--- src/rv_macros.svh ---
`ifndef RV_MACROS_SVH
`define RV_MACROS_SVH

// address and data word width
`define RV_XLEN 32

// fetch queue entries
`define RV_QUEUE_DEPTH 4

// packets that may still reach the queue after a fetch start
`define RV_FETCH_INFLIGHT 2

// first fetch address after reset
`define RV_RESET_PC 32'h0000_0000

`endif

--- src/rv_bus_pkg.sv ---
`include "rv_macros.svh"

package rv_bus_pkg;

    // request toward instruction memory
    typedef struct packed
    {
        logic                cyc;   // level, high while a word is wanted
        logic [`RV_XLEN-1:0] addr;  // byte address of the word
    } bus_req_t;

    // response from instruction memory
    typedef struct packed
    {
        logic                ack;   // one pulse per word
        logic [`RV_XLEN-1:0] data;
    } bus_rsp_t;

endpackage

--- src/rv_instr_pkg.sv ---
`include "rv_macros.svh"

package rv_instr_pkg;

    // aligned instruction as it leaves the aligner
    typedef struct packed
    {
        logic [`RV_XLEN-1:0] pc;
        logic [`RV_XLEN-1:0] instr;  // low half holds the first parcel
    } fetch_pkt_t;

    typedef enum logic [2:0]
    {
        cls_alu     = 3'd0,
        cls_load    = 3'd1,
        cls_store   = 3'd2,
        cls_branch  = 3'd3,
        cls_jump    = 3'd4,
        cls_system  = 3'd5,
        cls_illegal = 3'd6
    } instr_class_t;

    // record handed to the decode stage
    typedef struct packed
    {
        logic [`RV_XLEN-1:0] pc;
        logic [`RV_XLEN-1:0] instr;       // upper half zero when compressed
        logic                compressed;
        instr_class_t        cls;
    } predec_t;

endpackage

--- src/rv_pc_gen.sv ---
`timescale 1ns/1ps

`include "rv_macros.svh"

module rv_pc_gen
(
    input  logic                                 i_clk,
    input  logic                                 i_reset_n,
    input  logic                                 i_move,
    input  logic [`RV_XLEN-1:0]                  i_pc_incr,
    input  logic                                 i_redirect,
    input  logic [`RV_XLEN-1:0]                  i_redirect_pc,
    input  logic [$clog2(`RV_QUEUE_DEPTH+1)-1:0] i_queue_count,
    output logic [`RV_XLEN-1:0]                  o_pc,
    output logic                                 o_start,
    output logic                                 o_pc_select
);

    logic [`RV_XLEN-1:0] pc;
    logic                busy;        // a fetch is out, waiting for move
    logic                pc_fresh;    // pc changed last edge, bus address lags
    logic                queue_room;

    assign queue_room = (int'(i_queue_count) + `RV_FETCH_INFLIGHT) <= `RV_QUEUE_DEPTH;

    // one fetch at a time, and only once the address register has caught up
    assign o_start = queue_room && !busy && !pc_fresh && !i_redirect;
    assign o_pc_select = i_redirect;
    assign o_pc = pc;

    always_ff @(posedge i_clk)
    begin
        if (!i_reset_n)
            pc <= `RV_RESET_PC;
        else if (i_redirect)
            pc <= i_redirect_pc;
        else if (i_move)
            pc <= pc + i_pc_incr;
    end

    always_ff @(posedge i_clk)
    begin
        if (!i_reset_n || i_redirect)
            busy <= 1'b0;              // aligner drops the old fetch
        else if (o_start)
            busy <= 1'b1;
        else if (i_move)
            busy <= 1'b0;
    end

    always_ff @(posedge i_clk)
    begin
        if (!i_reset_n)
            pc_fresh <= 1'b1;
        else
            pc_fresh <= i_redirect || i_move;
    end

endmodule

--- src/rv_fetch_aligner.sv ---
`timescale 1ns/1ps

`include "rv_macros.svh"

module rv_fetch_aligner
(
    input  logic                i_clk,
    input  logic                i_reset_n,
    input  logic [`RV_XLEN-1:0] i_pc,
    input  logic                i_start,
    input  logic                i_pc_select,
    input  logic [`RV_XLEN-1:0] i_instruction,
    input  logic                i_ack,
    output logic                o_cyc,
    output logic                o_move,
    output logic [`RV_XLEN-1:0] o_pc_incr,
    output logic [`RV_XLEN-1:0] o_addr,
    output logic                o_ready,
    output logic [`RV_XLEN-1:0] o_pc,
    output logic [`RV_XLEN-1:0] o_instruction
);

    logic                bus_cyc;
    logic                misal;        // low word of a straddling pc requested
    logic                misal_prev;   // current ack carries the upper parcel
    logic                second_word;
    logic                instr_ready;
    logic [15:0]         prev_hi;      // high halfword of the last word seen
    logic [`RV_XLEN-1:0] instr_mux;
    logic [`RV_XLEN-1:0] fetch_addr;
    logic                ready;
    logic [`RV_XLEN-1:0] pc_q;
    logic [`RV_XLEN-1:0] instr_q;

    // a redirect stops requests and swallows the ack that is due
    assign bus_cyc = (i_start || misal) && !i_pc_select;
    assign second_word = bus_cyc && !misal && i_pc[1];
    assign instr_ready = i_ack && !(misal && i_pc[1]) && !i_pc_select;

    // address register runs one cycle behind the pc
    always_ff @(posedge i_clk)
    begin
        fetch_addr <= i_pc + {{(`RV_XLEN-3){1'b0}}, second_word, 2'b00};
    end

    always_ff @(posedge i_clk)
    begin
        if (!i_reset_n || i_pc_select)
            misal <= 1'b0;
        else if (bus_cyc && i_pc[1])
            misal <= !misal;
    end

    always_ff @(posedge i_clk)
    begin
        if (!i_reset_n || i_pc_select)
            misal_prev <= 1'b0;
        else
            misal_prev <= misal;
    end

    always_ff @(posedge i_clk)
    begin
        if (i_ack)
            prev_hi <= i_instruction[31:16];
    end

    // straddling case joins the old high half with the new low half
    assign instr_mux = misal_prev ? {i_instruction[15:0], prev_hi} : i_instruction;

    always_ff @(posedge i_clk)
    begin
        if (!i_reset_n)
            ready <= 1'b0;
        else
            ready <= instr_ready;
    end

    always_ff @(posedge i_clk)
    begin
        if (instr_ready)
        begin
            pc_q <= i_pc;
            instr_q <= instr_mux;
        end
    end

    assign o_cyc = bus_cyc;
    assign o_move = instr_ready || i_pc_select;
    assign o_pc_incr = (instr_mux[1:0] == 2'b11) ? `RV_XLEN'(4) : `RV_XLEN'(2);
    assign o_addr = {fetch_addr[`RV_XLEN-1:2], 2'b00};
    assign o_ready = ready;
    assign o_pc = pc_q;
    assign o_instruction = instr_q;

endmodule

--- src/rv_fetch_queue.sv ---
`timescale 1ns/1ps

`include "rv_macros.svh"

module rv_fetch_queue
(
    input  logic                                 i_clk,
    input  logic                                 i_reset_n,
    input  logic                                 i_flush,
    input  logic                                 i_push,
    input  rv_instr_pkg::fetch_pkt_t             i_pkt,
    input  logic                                 i_pop,
    output rv_instr_pkg::fetch_pkt_t             o_pkt,
    output logic                                 o_not_empty,
    output logic [$clog2(`RV_QUEUE_DEPTH+1)-1:0] o_count
);

    localparam int DEPTH = `RV_QUEUE_DEPTH;
    localparam int PTR_W = $clog2(DEPTH);
    localparam int CNT_W = $clog2(DEPTH + 1);

    rv_instr_pkg::fetch_pkt_t mem [DEPTH];
    logic [PTR_W-1:0]         rd_ptr;
    logic [PTR_W-1:0]         wr_ptr;
    logic [CNT_W-1:0]         count;
    logic                     full;
    logic                     rd_en;
    logic                     wr_en;

    function automatic logic [PTR_W-1:0] ptr_next(input logic [PTR_W-1:0] ptr);
        if (ptr == PTR_W'(DEPTH - 1))
            return '0;
        return ptr + 1'b1;
    endfunction

    assign full = (count == CNT_W'(DEPTH));
    assign rd_en = i_pop && o_not_empty;
    assign wr_en = i_push && (!full || rd_en);

    always_ff @(posedge i_clk)
    begin
        if (!i_reset_n || i_flush)
        begin
            rd_ptr <= '0;
            wr_ptr <= '0;
            count <= '0;               // flush beats a push in the same cycle
        end
        else
        begin
            if (wr_en)
                wr_ptr <= ptr_next(wr_ptr);
            if (rd_en)
                rd_ptr <= ptr_next(rd_ptr);
            case ({wr_en, rd_en})
                2'b10:   count <= count + 1'b1;
                2'b01:   count <= count - 1'b1;
                default: count <= count;
            endcase
        end
    end

    always_ff @(posedge i_clk)
    begin
        if (wr_en)
            mem[wr_ptr] <= i_pkt;
    end

    assign o_pkt = mem[rd_ptr];        // head is visible before the pop
    assign o_not_empty = (count != '0);
    assign o_count = count;

endmodule

--- src/rv_predecode.sv ---
`timescale 1ns/1ps

`include "rv_macros.svh"

module rv_predecode
(
    input  logic                     i_clk,
    input  logic                     i_reset_n,
    input  logic                     i_flush,
    input  logic                     i_take,
    input  logic                     i_not_empty,
    input  rv_instr_pkg::fetch_pkt_t i_pkt,
    output logic                     o_pop,
    output logic                     o_valid,
    output rv_instr_pkg::predec_t    o_rec
);

    logic                  compressed;
    logic                  valid;
    rv_instr_pkg::predec_t rec;

    function automatic rv_instr_pkg::instr_class_t classify(input logic [`RV_XLEN-1:0] instr);
        rv_instr_pkg::instr_class_t cls;
        cls = rv_instr_pkg::cls_illegal;
        if (instr[1:0] == 2'b11)
        begin
            case (instr[6:2])
                5'b01100, 5'b00100, 5'b01101, 5'b00101: cls = rv_instr_pkg::cls_alu;
                5'b00000:           cls = rv_instr_pkg::cls_load;
                5'b01000:           cls = rv_instr_pkg::cls_store;
                5'b11000:           cls = rv_instr_pkg::cls_branch;
                5'b11011, 5'b11001: cls = rv_instr_pkg::cls_jump;    // jal, jalr
                5'b11100, 5'b00011: cls = rv_instr_pkg::cls_system;  // also fence
                default:            cls = rv_instr_pkg::cls_illegal;
            endcase
        end
        else
        begin
            // quadrant, then funct3
            case ({instr[1:0], instr[15:13]})
                5'b00_000: cls = (instr[15:0] == 16'h0000) ? rv_instr_pkg::cls_illegal
                                                            : rv_instr_pkg::cls_alu;
                5'b00_010: cls = rv_instr_pkg::cls_load;
                5'b00_110: cls = rv_instr_pkg::cls_store;
                5'b01_001, 5'b01_101: cls = rv_instr_pkg::cls_jump;    // c.jal, c.j
                5'b01_110, 5'b01_111: cls = rv_instr_pkg::cls_branch;
                5'b01_000, 5'b01_010, 5'b01_011, 5'b01_100: cls = rv_instr_pkg::cls_alu;
                5'b10_000: cls = rv_instr_pkg::cls_alu;                 // c.slli
                5'b10_010: cls = rv_instr_pkg::cls_load;
                5'b10_110: cls = rv_instr_pkg::cls_store;
                5'b10_100:
                begin
                    if (instr[6:2] != 5'd0)
                        cls = rv_instr_pkg::cls_alu;                   // c.mv, c.add
                    else if (instr[12] && instr[11:7] == 5'd0)
                        cls = rv_instr_pkg::cls_system;                // c.ebreak
                    else
                        cls = rv_instr_pkg::cls_jump;                  // c.jr, c.jalr
                end
                default:   cls = rv_instr_pkg::cls_illegal;            // float forms
            endcase
        end
        return cls;
    endfunction

    assign o_pop = i_take && i_not_empty && !i_flush;
    assign compressed = (i_pkt.instr[1:0] != 2'b11);

    always_ff @(posedge i_clk)
    begin
        if (!i_reset_n || i_flush)
            valid <= 1'b0;
        else
            valid <= o_pop;
    end

    always_ff @(posedge i_clk)
    begin
        if (o_pop)
        begin
            rec.pc <= i_pkt.pc;
            rec.instr <= compressed ? {16'h0000, i_pkt.instr[15:0]} : i_pkt.instr;
            rec.compressed <= compressed;
            rec.cls <= classify(i_pkt.instr);
        end
    end

    assign o_valid = valid;
    assign o_rec = rec;

endmodule

--- src/rv_fetch_top.sv ---
`timescale 1ns/1ps

`include "rv_macros.svh"

module rv_fetch_top
(
    input  logic                       i_clk,
    input  logic                       i_reset_n,
    input  logic                       i_redirect,
    input  logic [`RV_XLEN-1:0]        i_redirect_pc,
    input  logic                       i_take,
    input  rv_bus_pkg::bus_rsp_t       i_bus_rsp,
    output wire rv_bus_pkg::bus_req_t  o_bus_req,
    output logic                       o_valid,
    output rv_instr_pkg::predec_t      o_rec
);

    logic [`RV_XLEN-1:0]                  fetch_pc;
    logic [`RV_XLEN-1:0]                  pc_incr;
    logic                                 start;
    logic                                 pc_select;
    logic                                 move;
    logic                                 push;
    logic                                 pop;
    logic                                 not_empty;
    logic [$clog2(`RV_QUEUE_DEPTH+1)-1:0] queue_count;
    wire rv_instr_pkg::fetch_pkt_t        push_pkt;
    rv_instr_pkg::fetch_pkt_t             head_pkt;

    rv_pc_gen u_pc_gen
    (
        .i_clk         (i_clk),
        .i_reset_n     (i_reset_n),
        .i_move        (move),
        .i_pc_incr     (pc_incr),
        .i_redirect    (i_redirect),
        .i_redirect_pc (i_redirect_pc),
        .i_queue_count (queue_count),
        .o_pc          (fetch_pc),
        .o_start       (start),
        .o_pc_select   (pc_select)
    );

    rv_fetch_aligner u_aligner
    (
        .i_clk         (i_clk),
        .i_reset_n     (i_reset_n),
        .i_pc          (fetch_pc),
        .i_start       (start),
        .i_pc_select   (pc_select),
        .i_instruction (i_bus_rsp.data),
        .i_ack         (i_bus_rsp.ack),
        .o_cyc         (o_bus_req.cyc),
        .o_move        (move),
        .o_pc_incr     (pc_incr),
        .o_addr        (o_bus_req.addr),
        .o_ready       (push),
        .o_pc          (push_pkt.pc),
        .o_instruction (push_pkt.instr)
    );

    rv_fetch_queue u_queue
    (
        .i_clk       (i_clk),
        .i_reset_n   (i_reset_n),
        .i_flush     (i_redirect),
        .i_push      (push),
        .i_pkt       (push_pkt),
        .i_pop       (pop),
        .o_pkt       (head_pkt),
        .o_not_empty (not_empty),
        .o_count     (queue_count)
    );

    rv_predecode u_predecode
    (
        .i_clk       (i_clk),
        .i_reset_n   (i_reset_n),
        .i_flush     (i_redirect),
        .i_take      (i_take),
        .i_not_empty (not_empty),
        .i_pkt       (head_pkt),
        .o_pop       (pop),
        .o_valid     (o_valid),
        .o_rec       (o_rec)
    );

endmodule

--- config.mk ---
export PLATFORM = sky130hd
export DESIGN_NAME = rv_fetch_top
export DESIGN_NICKNAME = d
export VERILOG_FILES = /design/src/rv_bus_pkg.sv /design/src/rv_instr_pkg.sv /design/src/rv_pc_gen.sv /design/src/rv_fetch_aligner.sv /design/src/rv_fetch_queue.sv /design/src/rv_predecode.sv /design/src/rv_fetch_top.sv
export VERILOG_INCLUDE_DIRS = /design/src
export SDC_FILE = /design/constraint.sdc
export NUM_CORES = 1
export LEC_CHECK = 0
export ABC_AREA = 1
export BUFFER_PORTS_ARGS = -buffer_cell sky130_fd_sc_hd__buf_2
export CAP_MARGIN = 0
export CORE_ASPECT_RATIO = 1.5
export CORE_UTILIZATION = 52
export DETAILED_ROUTE_END_ITERATION = 6
export GPL_TIMING_DRIVEN = 0
export PLACE_DENSITY = 0.68
export REMOVE_ABC_BUFFERS = 1
export SETUP_SLACK_MARGIN = 0.05
export SLEW_MARGIN = 20
export SYNTH_ARGS = -nofsm -noshare
export SYNTH_HDL_FRONTEND = slang
export SYNTH_SLANG_ARGS = --single-unit
--- constraint.sdc ---
create_clock -name i_clk -period 8.05 [get_ports i_clk]
set_clock_uncertainty 0.2 [all_clocks]
set_input_delay 0.805 -clock i_clk [delete_from_list [all_inputs] [get_ports i_clk]]
set_output_delay 0.805 -clock i_clk [all_outputs]
set_load 0.02 [all_outputs]
==> metrics.md, run 1 <==
| Metric | Value |
|---|---|
| Post-synthesis mux area share | `0.119%` |
| Outcome | `finished, final reports clean` |
| Worst endpoint required time | `around 8.3 ns` |
| EDFF count, synth | `roughly 400` |
| Fin crit period | `around 3.7 ns` |
| Simple logic cell fraction of the synthesized area | `13.3%` |
| Routed WL | `about 40,000 um` |
| 1st-iter DRT viols | `635` |
| CTS H-tree depth | `2` |
| Adder-cell share of the synthesized area | `1.00%` |
| Main combinational cell family by area after synthesis | `simple AND/OR/NAND/NOR gates` |
| PostCTS Resize Cnt | `0` |
| Most Used Layer, Global Route | `met2` |
| Async SR Flop Fraction | `0%` |
| Die height | `between 200 and 250 um` |
| Yosys reg bits | `481` |
| Nets@finish | `1,830` |
| Met3 Resource Use GR | `about 3.7%` |
| Worst Setup Start Kind | `flop` |
| DR DRC count | `0` |
| Post-synth top cells | `404 x edfxtp_1, 267 x nand2_1, 202 x nor2_1` |
| Least-Margin Pin Slew | `approximately 1.1 ns` |
| First-pass DRT Iterations | `4` |
| Max incr delay on CP | `0.71 ns` |
| Max cap viols | `0` |
| WS Path Type | `reg2reg` |
| Final Slew Violations | `0` |
| Area of the die | `~37,000 um^2` |
| WHS | `0.257 ns` |
| WL/cell | `approximately 18 um` |
| Final critical-path share of the clock period | `between 40% and 50%` |
| Power per cell area | `around 230 nW/um^2` |
| Largest net degree at the start of global routing | `~100` |
| Cells after Synth | `around 1,600` |
| Starting Density | `between 50% and 60%` |
| Most numerous cell in the Yosys netlist | `edfxtp_1` |
| Top cell type by total area after synthesis | `edfxtp_1` |
| I/O pin total | `roughly 170` |
| DRT antenna net count | `0` |
| Max IR drop VDD | `approximately 0.15 mV` |
| Worst Setup End Kind | `flop` |
| Via Count | `around 12,000` |
| Synth Area in XOR/XNOR | `under 10%` |
| Hold_buf cts | `0` |
| CTS tree | `yes` |
| Worst-Skew Late Latency | `0.54 ns` |
| Leak Pwr | `roughly 8.2 nW` |
| Slew Limit Headroom | `between 20% and 30%` |
| Root buffer cell | `clkbuf_16` |
| Syn Area/Cell | `roughly 12 um^2` |
| CP arrival | `between 3 and 4 ns` |
| Crit path cell chain | `buf_12 > mux2_2 > nand2_1 > ha_1 > inv_1 > fa_1 > nor2_4 > inv_2 > nor2_4 > nand2_2 > nor2_4 > nand2_2 > nor2_1 > nand2_1 > nand3_1 > nand2_1` |
| CP max FO | `34` |
| Unique masters post-synth | `between 40 and 50` |
| M1 GR Usage | `between 20 and 30%` |
| GRT Overall Usage | `about 22%` |
| Final hold vios | `0` |
| GP Congestion | `just over 0.9` |
| Clk slew on worst S/H paths | `around 0.07 ns` |
| Setup WS post-layout | `approximately 4.4 ns` |
| Row count | `85` |
| R2R setup slack | `between 4 and 5 ns` |
| RSZ-0062 raised after global routing | `false` |
| Area Growth Syn to Fin | `15.8%` |
| Most common flop cell mapped by yosys | `edfxtp_1` |
| CP max-delay cell | `dfxtp_2` |
| Post-synth top area share | `63.9%` |
| Clk buf depth | `3` |
| DP HPWL | `~25,000 um` |
| Met2 Use GR | `approximately two fifths` |
| Seq/Total Area, Yosys | `around 70%` |
| Post-synth design cell area | `around 19,000 um^2` |
| Initial antenna violation count | `0` |
| Final setup violation count | `0` |
| Layout Utilization | `approximately three fifths` |
| CTS Buf Count | `43` |
| Antenna cells | `0` |
| Min-delay worst type | `in2reg` |
| Largest cells by area after synthesis | `edfxtp_1 64%, dfxtp_1 8.1%, nand2_1 5.3%` |
| Core footprint | `35,900 um^2` |
| Share of cells above drive strength 1 | `around 18%` |
| Via-to-Cell Ratio | `5.32` |
| Yosys synthesis warning count | `0` |
| Compound-gate portion of the synthesized area | `~7.3%` |
| Vias in the first global route | `11,969` |
| Die width | `~160 um` |
| Peak Freq | `around 0.27 GHz` |
| Post-CTS Setup Inserts | `0` |
| Dpl ws | `roughly 4.4 ns` |
| Buffers on Ports | `roughly 170` |
| Global-route wire length before repair | `62,500 um` |
| Remaining global-route overflow | `0` |
| Clk sinks | `between 400 and 500` |
## kinds of logic after synthesis
kind of cell,count (synthesis)
adder cells (fa/ha/maj),14
flip-flops,481
XOR/XNOR,38
buffers and inverters,197
AND/OR/NAND/NOR,589
other,1
AO/OA/AOI/OAI,259
multiplexers,2
## worst paths after layout
path / cells after the start / start / to
max: 16 / u_aligner.misal_prev / u_pc_gen.o_pc[31]
min: 1 / i_bus_rsp[16] / u_aligner.prev_hi[0]
max reg2reg: 16 / u_aligner.misal_prev / u_pc_gen.o_pc[31]
min reg2reg: 0 / u_pc_gen.o_pc[0] / u_aligner.o_pc[0]
## power breakdown
group / internal, W / switching (W) / total, W
Combinational: 0.0000612 / 0.000126 / 0.000187
Sequential: 0.00275 / 0.0000385 / 0.00279
Clock: 0.00114 / 0.000872 / 0.00202
Total: 0.00396 / 0.00104 / 0.00500
## through the flow
stage / total power, W / cells / TNS, ns / area [um^2]
2_1_floorplan: 0.00294 / 1515 / 0 / 18600
3_3_place_gp: 0.00303 / 2161 / -7.86 / 20100
3_5_place_dp: 0.00303 / 2180 / 0 / 20600
4_1_cts: 0.00504 / 2258 / 0 / 22000
5_1_grt: 0.00515 / 2258 / 0 / 22000
6_report: 0.00500 / 2258 / 0 / 22000
## sequential cells by signal, summed over array words and instances, names as in the netlist, named ones only
signal,cells
u_predecode.o_rec,68
u_aligner.fetch_addr,30
u_predecode.o_valid,1
u_aligner.o_ready,1
u_pc_gen.pc_fresh,1
u_queue.o_count,3
u_aligner.o_instruction,32
u_pc_gen.busy,1
u_aligner.prev_hi,16
u_aligner.misal_prev,1
u_queue.rd_ptr,2
u_queue.mem,256
u_aligner.misal,1
u_pc_gen.o_pc,32
u_queue.wr_ptr,2
u_aligner.o_pc,32
## layer usage
metal	routed length, um	share of wire (%)
met3	2210	5.5
met1	15500	38
met5	0	0
met4	1350	3.3
met2	21400	53
## cell usage in the layout, fill, tap and decap left out, types with 3 or more instances in the layout
cell,n
xnor2_1,4
nor2_4,12
clkbuf_16,45
buf_12,8
nor2_2,6
nand3_1,67
nand3_2,4
nand2_2,14
clkinv_2,5
inv_1,107
clkbuf_1,10
nor3_1,7
inv_6,4
ha_1,12
nor2_1,197
o22ai_1,32
bufinv_16,3
a21oi_1,51
nand2_1,267
clkinvlp_4,4
xor2_1,34
nand4_1,8
buf_16,11
dfxtp_1,74
o211ai_1,5
clkinv_1,5
inv_2,18
edfxtp_1,404
o21ai_0,146
a31oi_1,11
o21ai_1,6
buf_2,168
## cell type report
cell class                 instances  area (um^2)
clock inverter                    21          196
sequential                       481        13700
inverter                         130          503
clock buffer                      57         1190
tap                              478          598
timing repair buffer             187         1300
fill                            2865        14000
multi-input combinational        904         4490
## worst max-delay path: cells and delay by family, from the launching register on
| family | cells | cell delay (ns) |
|---|---|---|
| adder cells (fa/ha/maj) | 2 | 0.68 |
| buffers and inverters | 3 | 0.38 |
| flip-flops | 1 | 0.71 |
| AND/OR/NAND/NOR | 10 | 1.16 |
| multiplexers | 1 | 0.40 |
No activity file was read; power rests on OpenSTA's default activity.
==> run 2: changes to the inputs <==
--- a/config.mk
+++ b/config.mk
@@ -6,7 +6,7 @@
 export SDC_FILE = /design/constraint.sdc
 export NUM_CORES = 1
 export LEC_CHECK = 0
-export ABC_AREA = 1
+export ABC_AREA = 0
 export BUFFER_PORTS_ARGS = -buffer_cell sky130_fd_sc_hd__buf_2
 export CAP_MARGIN = 0
 export CORE_ASPECT_RATIO = 1.5
==> constraint.sdc (replaced) <==
create_clock -name i_clk -period 3.7 [get_ports i_clk]
set_clock_uncertainty 0.2 [all_clocks]
set_input_delay 0.37 -clock i_clk [delete_from_list [all_inputs] [get_ports i_clk]]
set_output_delay 0.37 -clock i_clk [all_outputs]
set_load 0.02 [all_outputs]
==> run 2 against run 1 <==
  * Sequential cell count stayed put
  * Sequential power increased by 120%
  * Critical path depth decreased by 3
  * Critical path type unchanged
  * Critical endpoint is now u_pc_gen.o_pc[29]
  * Largest cell class unchanged
==> metrics.md, run 2 <==
| Metric | Value |
|---|---|
| Outcome | `finished, final reports clean` |
| Setup WS post-layout | `around 0.24 ns` |
| Nets@finish | `1,323` |
| DRT antenna net count | `0` |
| CP max FO | `20` |
| CTS Buf Count | `between 40 and 50` |
| Yosys synthesis warning count | `0` |
| CTS tree | `yes` |
| Slew Limit Headroom | `between 30% and 40%` |
| Via Count | `9,268` |
| Post-synth design cell area | `18,100 um^2` |
| Most numerous cell in the Yosys netlist | `edfxtp_1` |
| Most frequent cells in the layout | `404 x edfxtp_1, 168 x buf_2, 74 x dfxtp_1` |
| Leak Pwr | `approximately 7.6 nW` |
| Min-delay worst type | `in2reg` |
| Worst Setup End Kind | `flop` |
| Post-synth top area share | `67.0%` |
| WL/cell | `approximately 20 um` |
| Post-synth top cells | `404 x edfxtp_1, 77 x dfxtp_1, 60 x mux4_2` |
| Area Growth Syn to Fin | `19.6%` |
| Max FFs per register | `around 260` |
| Peak Freq | `approximately 0.29 GHz` |
| CTS H-tree depth | `2` |
| Final critical-path share of the clock period | `~93%` |
| DR DRC count | `0` |
| Max incr delay on CP | `roughly 0.46 ns` |
| Die height | `about 230 um` |
| Total negative setup slack | `0 ns` |
| Share of cells above drive strength 1 | `between 20% and 30%` |
| Remaining global-route overflow | `0` |
| WS Path Type | `reg2reg` |
| Clk slew on worst S/H paths | `0.06 ns` |
| Clk sinks | `roughly 480` |
| Most common flop cell mapped by yosys | `edfxtp_1` |
| Max cap viols | `0` |
| Routed WL | `roughly 33,000 um` |
| 1st-iter DRT viols | `just over 400` |
| RSZ-0062 raised after global routing | `true` |
| Area of the die | `between 30,000 and 40,000 um^2` |
| Syn Area/Cell | `about 18 um^2` |
| Power per cell area | `498 nW/um^2` |
| Final setup violation count | `0` |
| I/O pin total | `171` |
| Largest cells by area after synthesis | `edfxtp_1 67%, dfxtp_1 8.5%, mux4_2 7.5%` |
| Top reg by flops | `u_queue.mem` |
| First-pass DRT Iterations | `5` |
| Core footprint | `about 34,000 um^2` |
| EDFF count, synth | `404` |
| Worst endpoint required time | `3.94 ns` |
| CP arrival | `3.70 ns` |
| Final hold vios | `0` |
| Worst Setup Start Kind | `flop` |
| Seq/Total Area, Yosys | `roughly 75%` |
| Clk buf depth | `3` |
| Worst-Skew Late Latency | `around 0.55 ns` |
| Global-route wire length before repair | `51,900 um` |
| Max IR drop VDD | `roughly 0.30 mV` |
| Least-Margin Pin Slew | `0.916 ns` |
| Filler Cell Count | `between 2,000 and 2,500` |
| Root buffer cell | `clkbuf_16` |
| Unique masters post-synth | `52` |
| Row count | `83` |
| Starting Density | `52.9%` |
| Async SR Flop Fraction | `0%` |
| Buffers on Ports | `168` |
| Yosys reg bits | `between 400 and 500` |
| Top cell by count, worst path | `buf_12` |
| Initial antenna violation count | `1` |
| Final Slew Violations | `0` |
| Cells after Synth | `between 900 and 1,000` |
| Crit path cell chain | `buf_12 > mux2_2 > nand2_1 > ha_1 > inv_1 > fa_1 > nand3b_1 > buf_4 > nor3_4 > buf_12 > nand4_1 > xnor2_1 > o211a_1` |
| Top cell type by total area after synthesis | `edfxtp_1` |
| R2R setup slack | `~0.24 ns` |
| GRT Overall Usage | `roughly a fifth` |
| Dpl ws | `-0.520 ns` |
| Via-to-Cell Ratio | `5.45` |
| GP Congestion | `between 0.8 and 0.9` |
| CP max-delay cell | `dfxtp_4` |
| Vias in the first global route | `roughly 9,500` |
| Die width | `between 150 and 200 um` |
| Commonest non-fill, non-tap cell in the layout | `edfxtp_1` |
| Largest net degree at the start of global routing | `50` |
| DP HPWL | `20,600 um` |
| Fin crit period | `about 3.5 ns` |
==> run 2: area by class of cell <==
type                    instances  area (um^2)  share of cell area (%)
well taps                     425          532                    2.46
inverters                      19         73.8                   0.341
flip-flops and latches        481        13700                    63.2
clock inverters                18          110                   0.508
repair buffers                249         1800                    8.32
diodes                          1         2.50                  0.0116
clock buffers                  61         1240                    5.72
multi-input cells             446         4210                    19.5
==> run 2: cell families after synthesis <==
kind of cell               Yosys count  share of synthesized area, %
xor gates and xnor gates            58                          2.80
muxes                              102                          10.4
DFF                                481                          75.5
other                                1                        0.0207
adders and majority gates           14                          1.05
and+or+nand+nor                    205                          6.24
AOI/OAI and AO/OA                   65                          2.50
buffers and inverters               66                          1.54
==> run 2: path summary, 6_finish.rpt <==
path                              end  cells past startpoint            startpoint
setup / recovery    u_pc_gen.o_pc[29]                     13  u_aligner.misal_prev
hold / removal    u_predecode.o_valid                      3                i_take
setup reg to reg    u_pc_gen.o_pc[29]                     13  u_aligner.misal_prev
hold reg to reg     u_aligner.o_pc[0]                      0      u_pc_gen.o_pc[0]
==> run 2: routing by layer <==
metal | share of wire, % | GRT usage [%] | vias to the layer above
li1 | - | - | 4354
met1 | 39 | 22.7 | 4633
met2 | 54 | 36.3 | 223
met3 | 3.9 | 3.17 | 58
met4 | 2.4 | 6.31 | 0
met5 | 0 | 0 | -
==> run 2: through the flow <==
step | hold WS (ns) | power (W) | cells | util (%) | area (um^2)
2_1_floorplan | 0.208 | 0.00640 | 946 | - | 17900
3_3_place_gp | 0.251 | 0.00657 | 1539 | 56.3 | 19300
3_5_place_dp | 0.242 | 0.00658 | 1551 | 57.1 | 19600
4_1_cts | 0.0524 | 0.0109 | 1695 | 63.0 | 21600
5_1_grt | 0.0920 | 0.0112 | 1699 | 63.2 | 21700
6_report | 0.0736 | 0.0108 | 1700 | 63.2 | 21700
==> run 2: worst max-delay path: cells and delay by family, from the launching register on <==
| kind | cells | cell delay [ns] |
|---|---|---|
| flip-flops | 1 | 0.46 |
| multiplexers | 1 | 0.38 |
| XOR/XNOR | 1 | 0.18 |
| buffers and inverters | 4 | 0.59 |
| AND/OR/NAND/NOR | 4 | 0.71 |
| AO/OA/AOI/OAI | 1 | 0.20 |
| adder cells (fa/ha/maj) | 2 | 0.59 |
==> run 2: power by group <==
| group | switching [W] | internal [W] |
|---|---|---|
| Combinational | 0.000225 | 0.000208 |
| Sequential | 0.0000893 | 0.00599 |
| Clock | 0.00186 | 0.00241 |
==> run 2: timing repair <==
item | 4_1_cts | 5_1_grt
pin swaps | 1 | 1
endpoints found under the setup margin | 14 | 24
hold endpoints to repair | 80 | 0
gates cloned | 0 | 0
setup buffers | 1 | 4
resized for setup | 2 | 4
hold buffers | 64 | 0
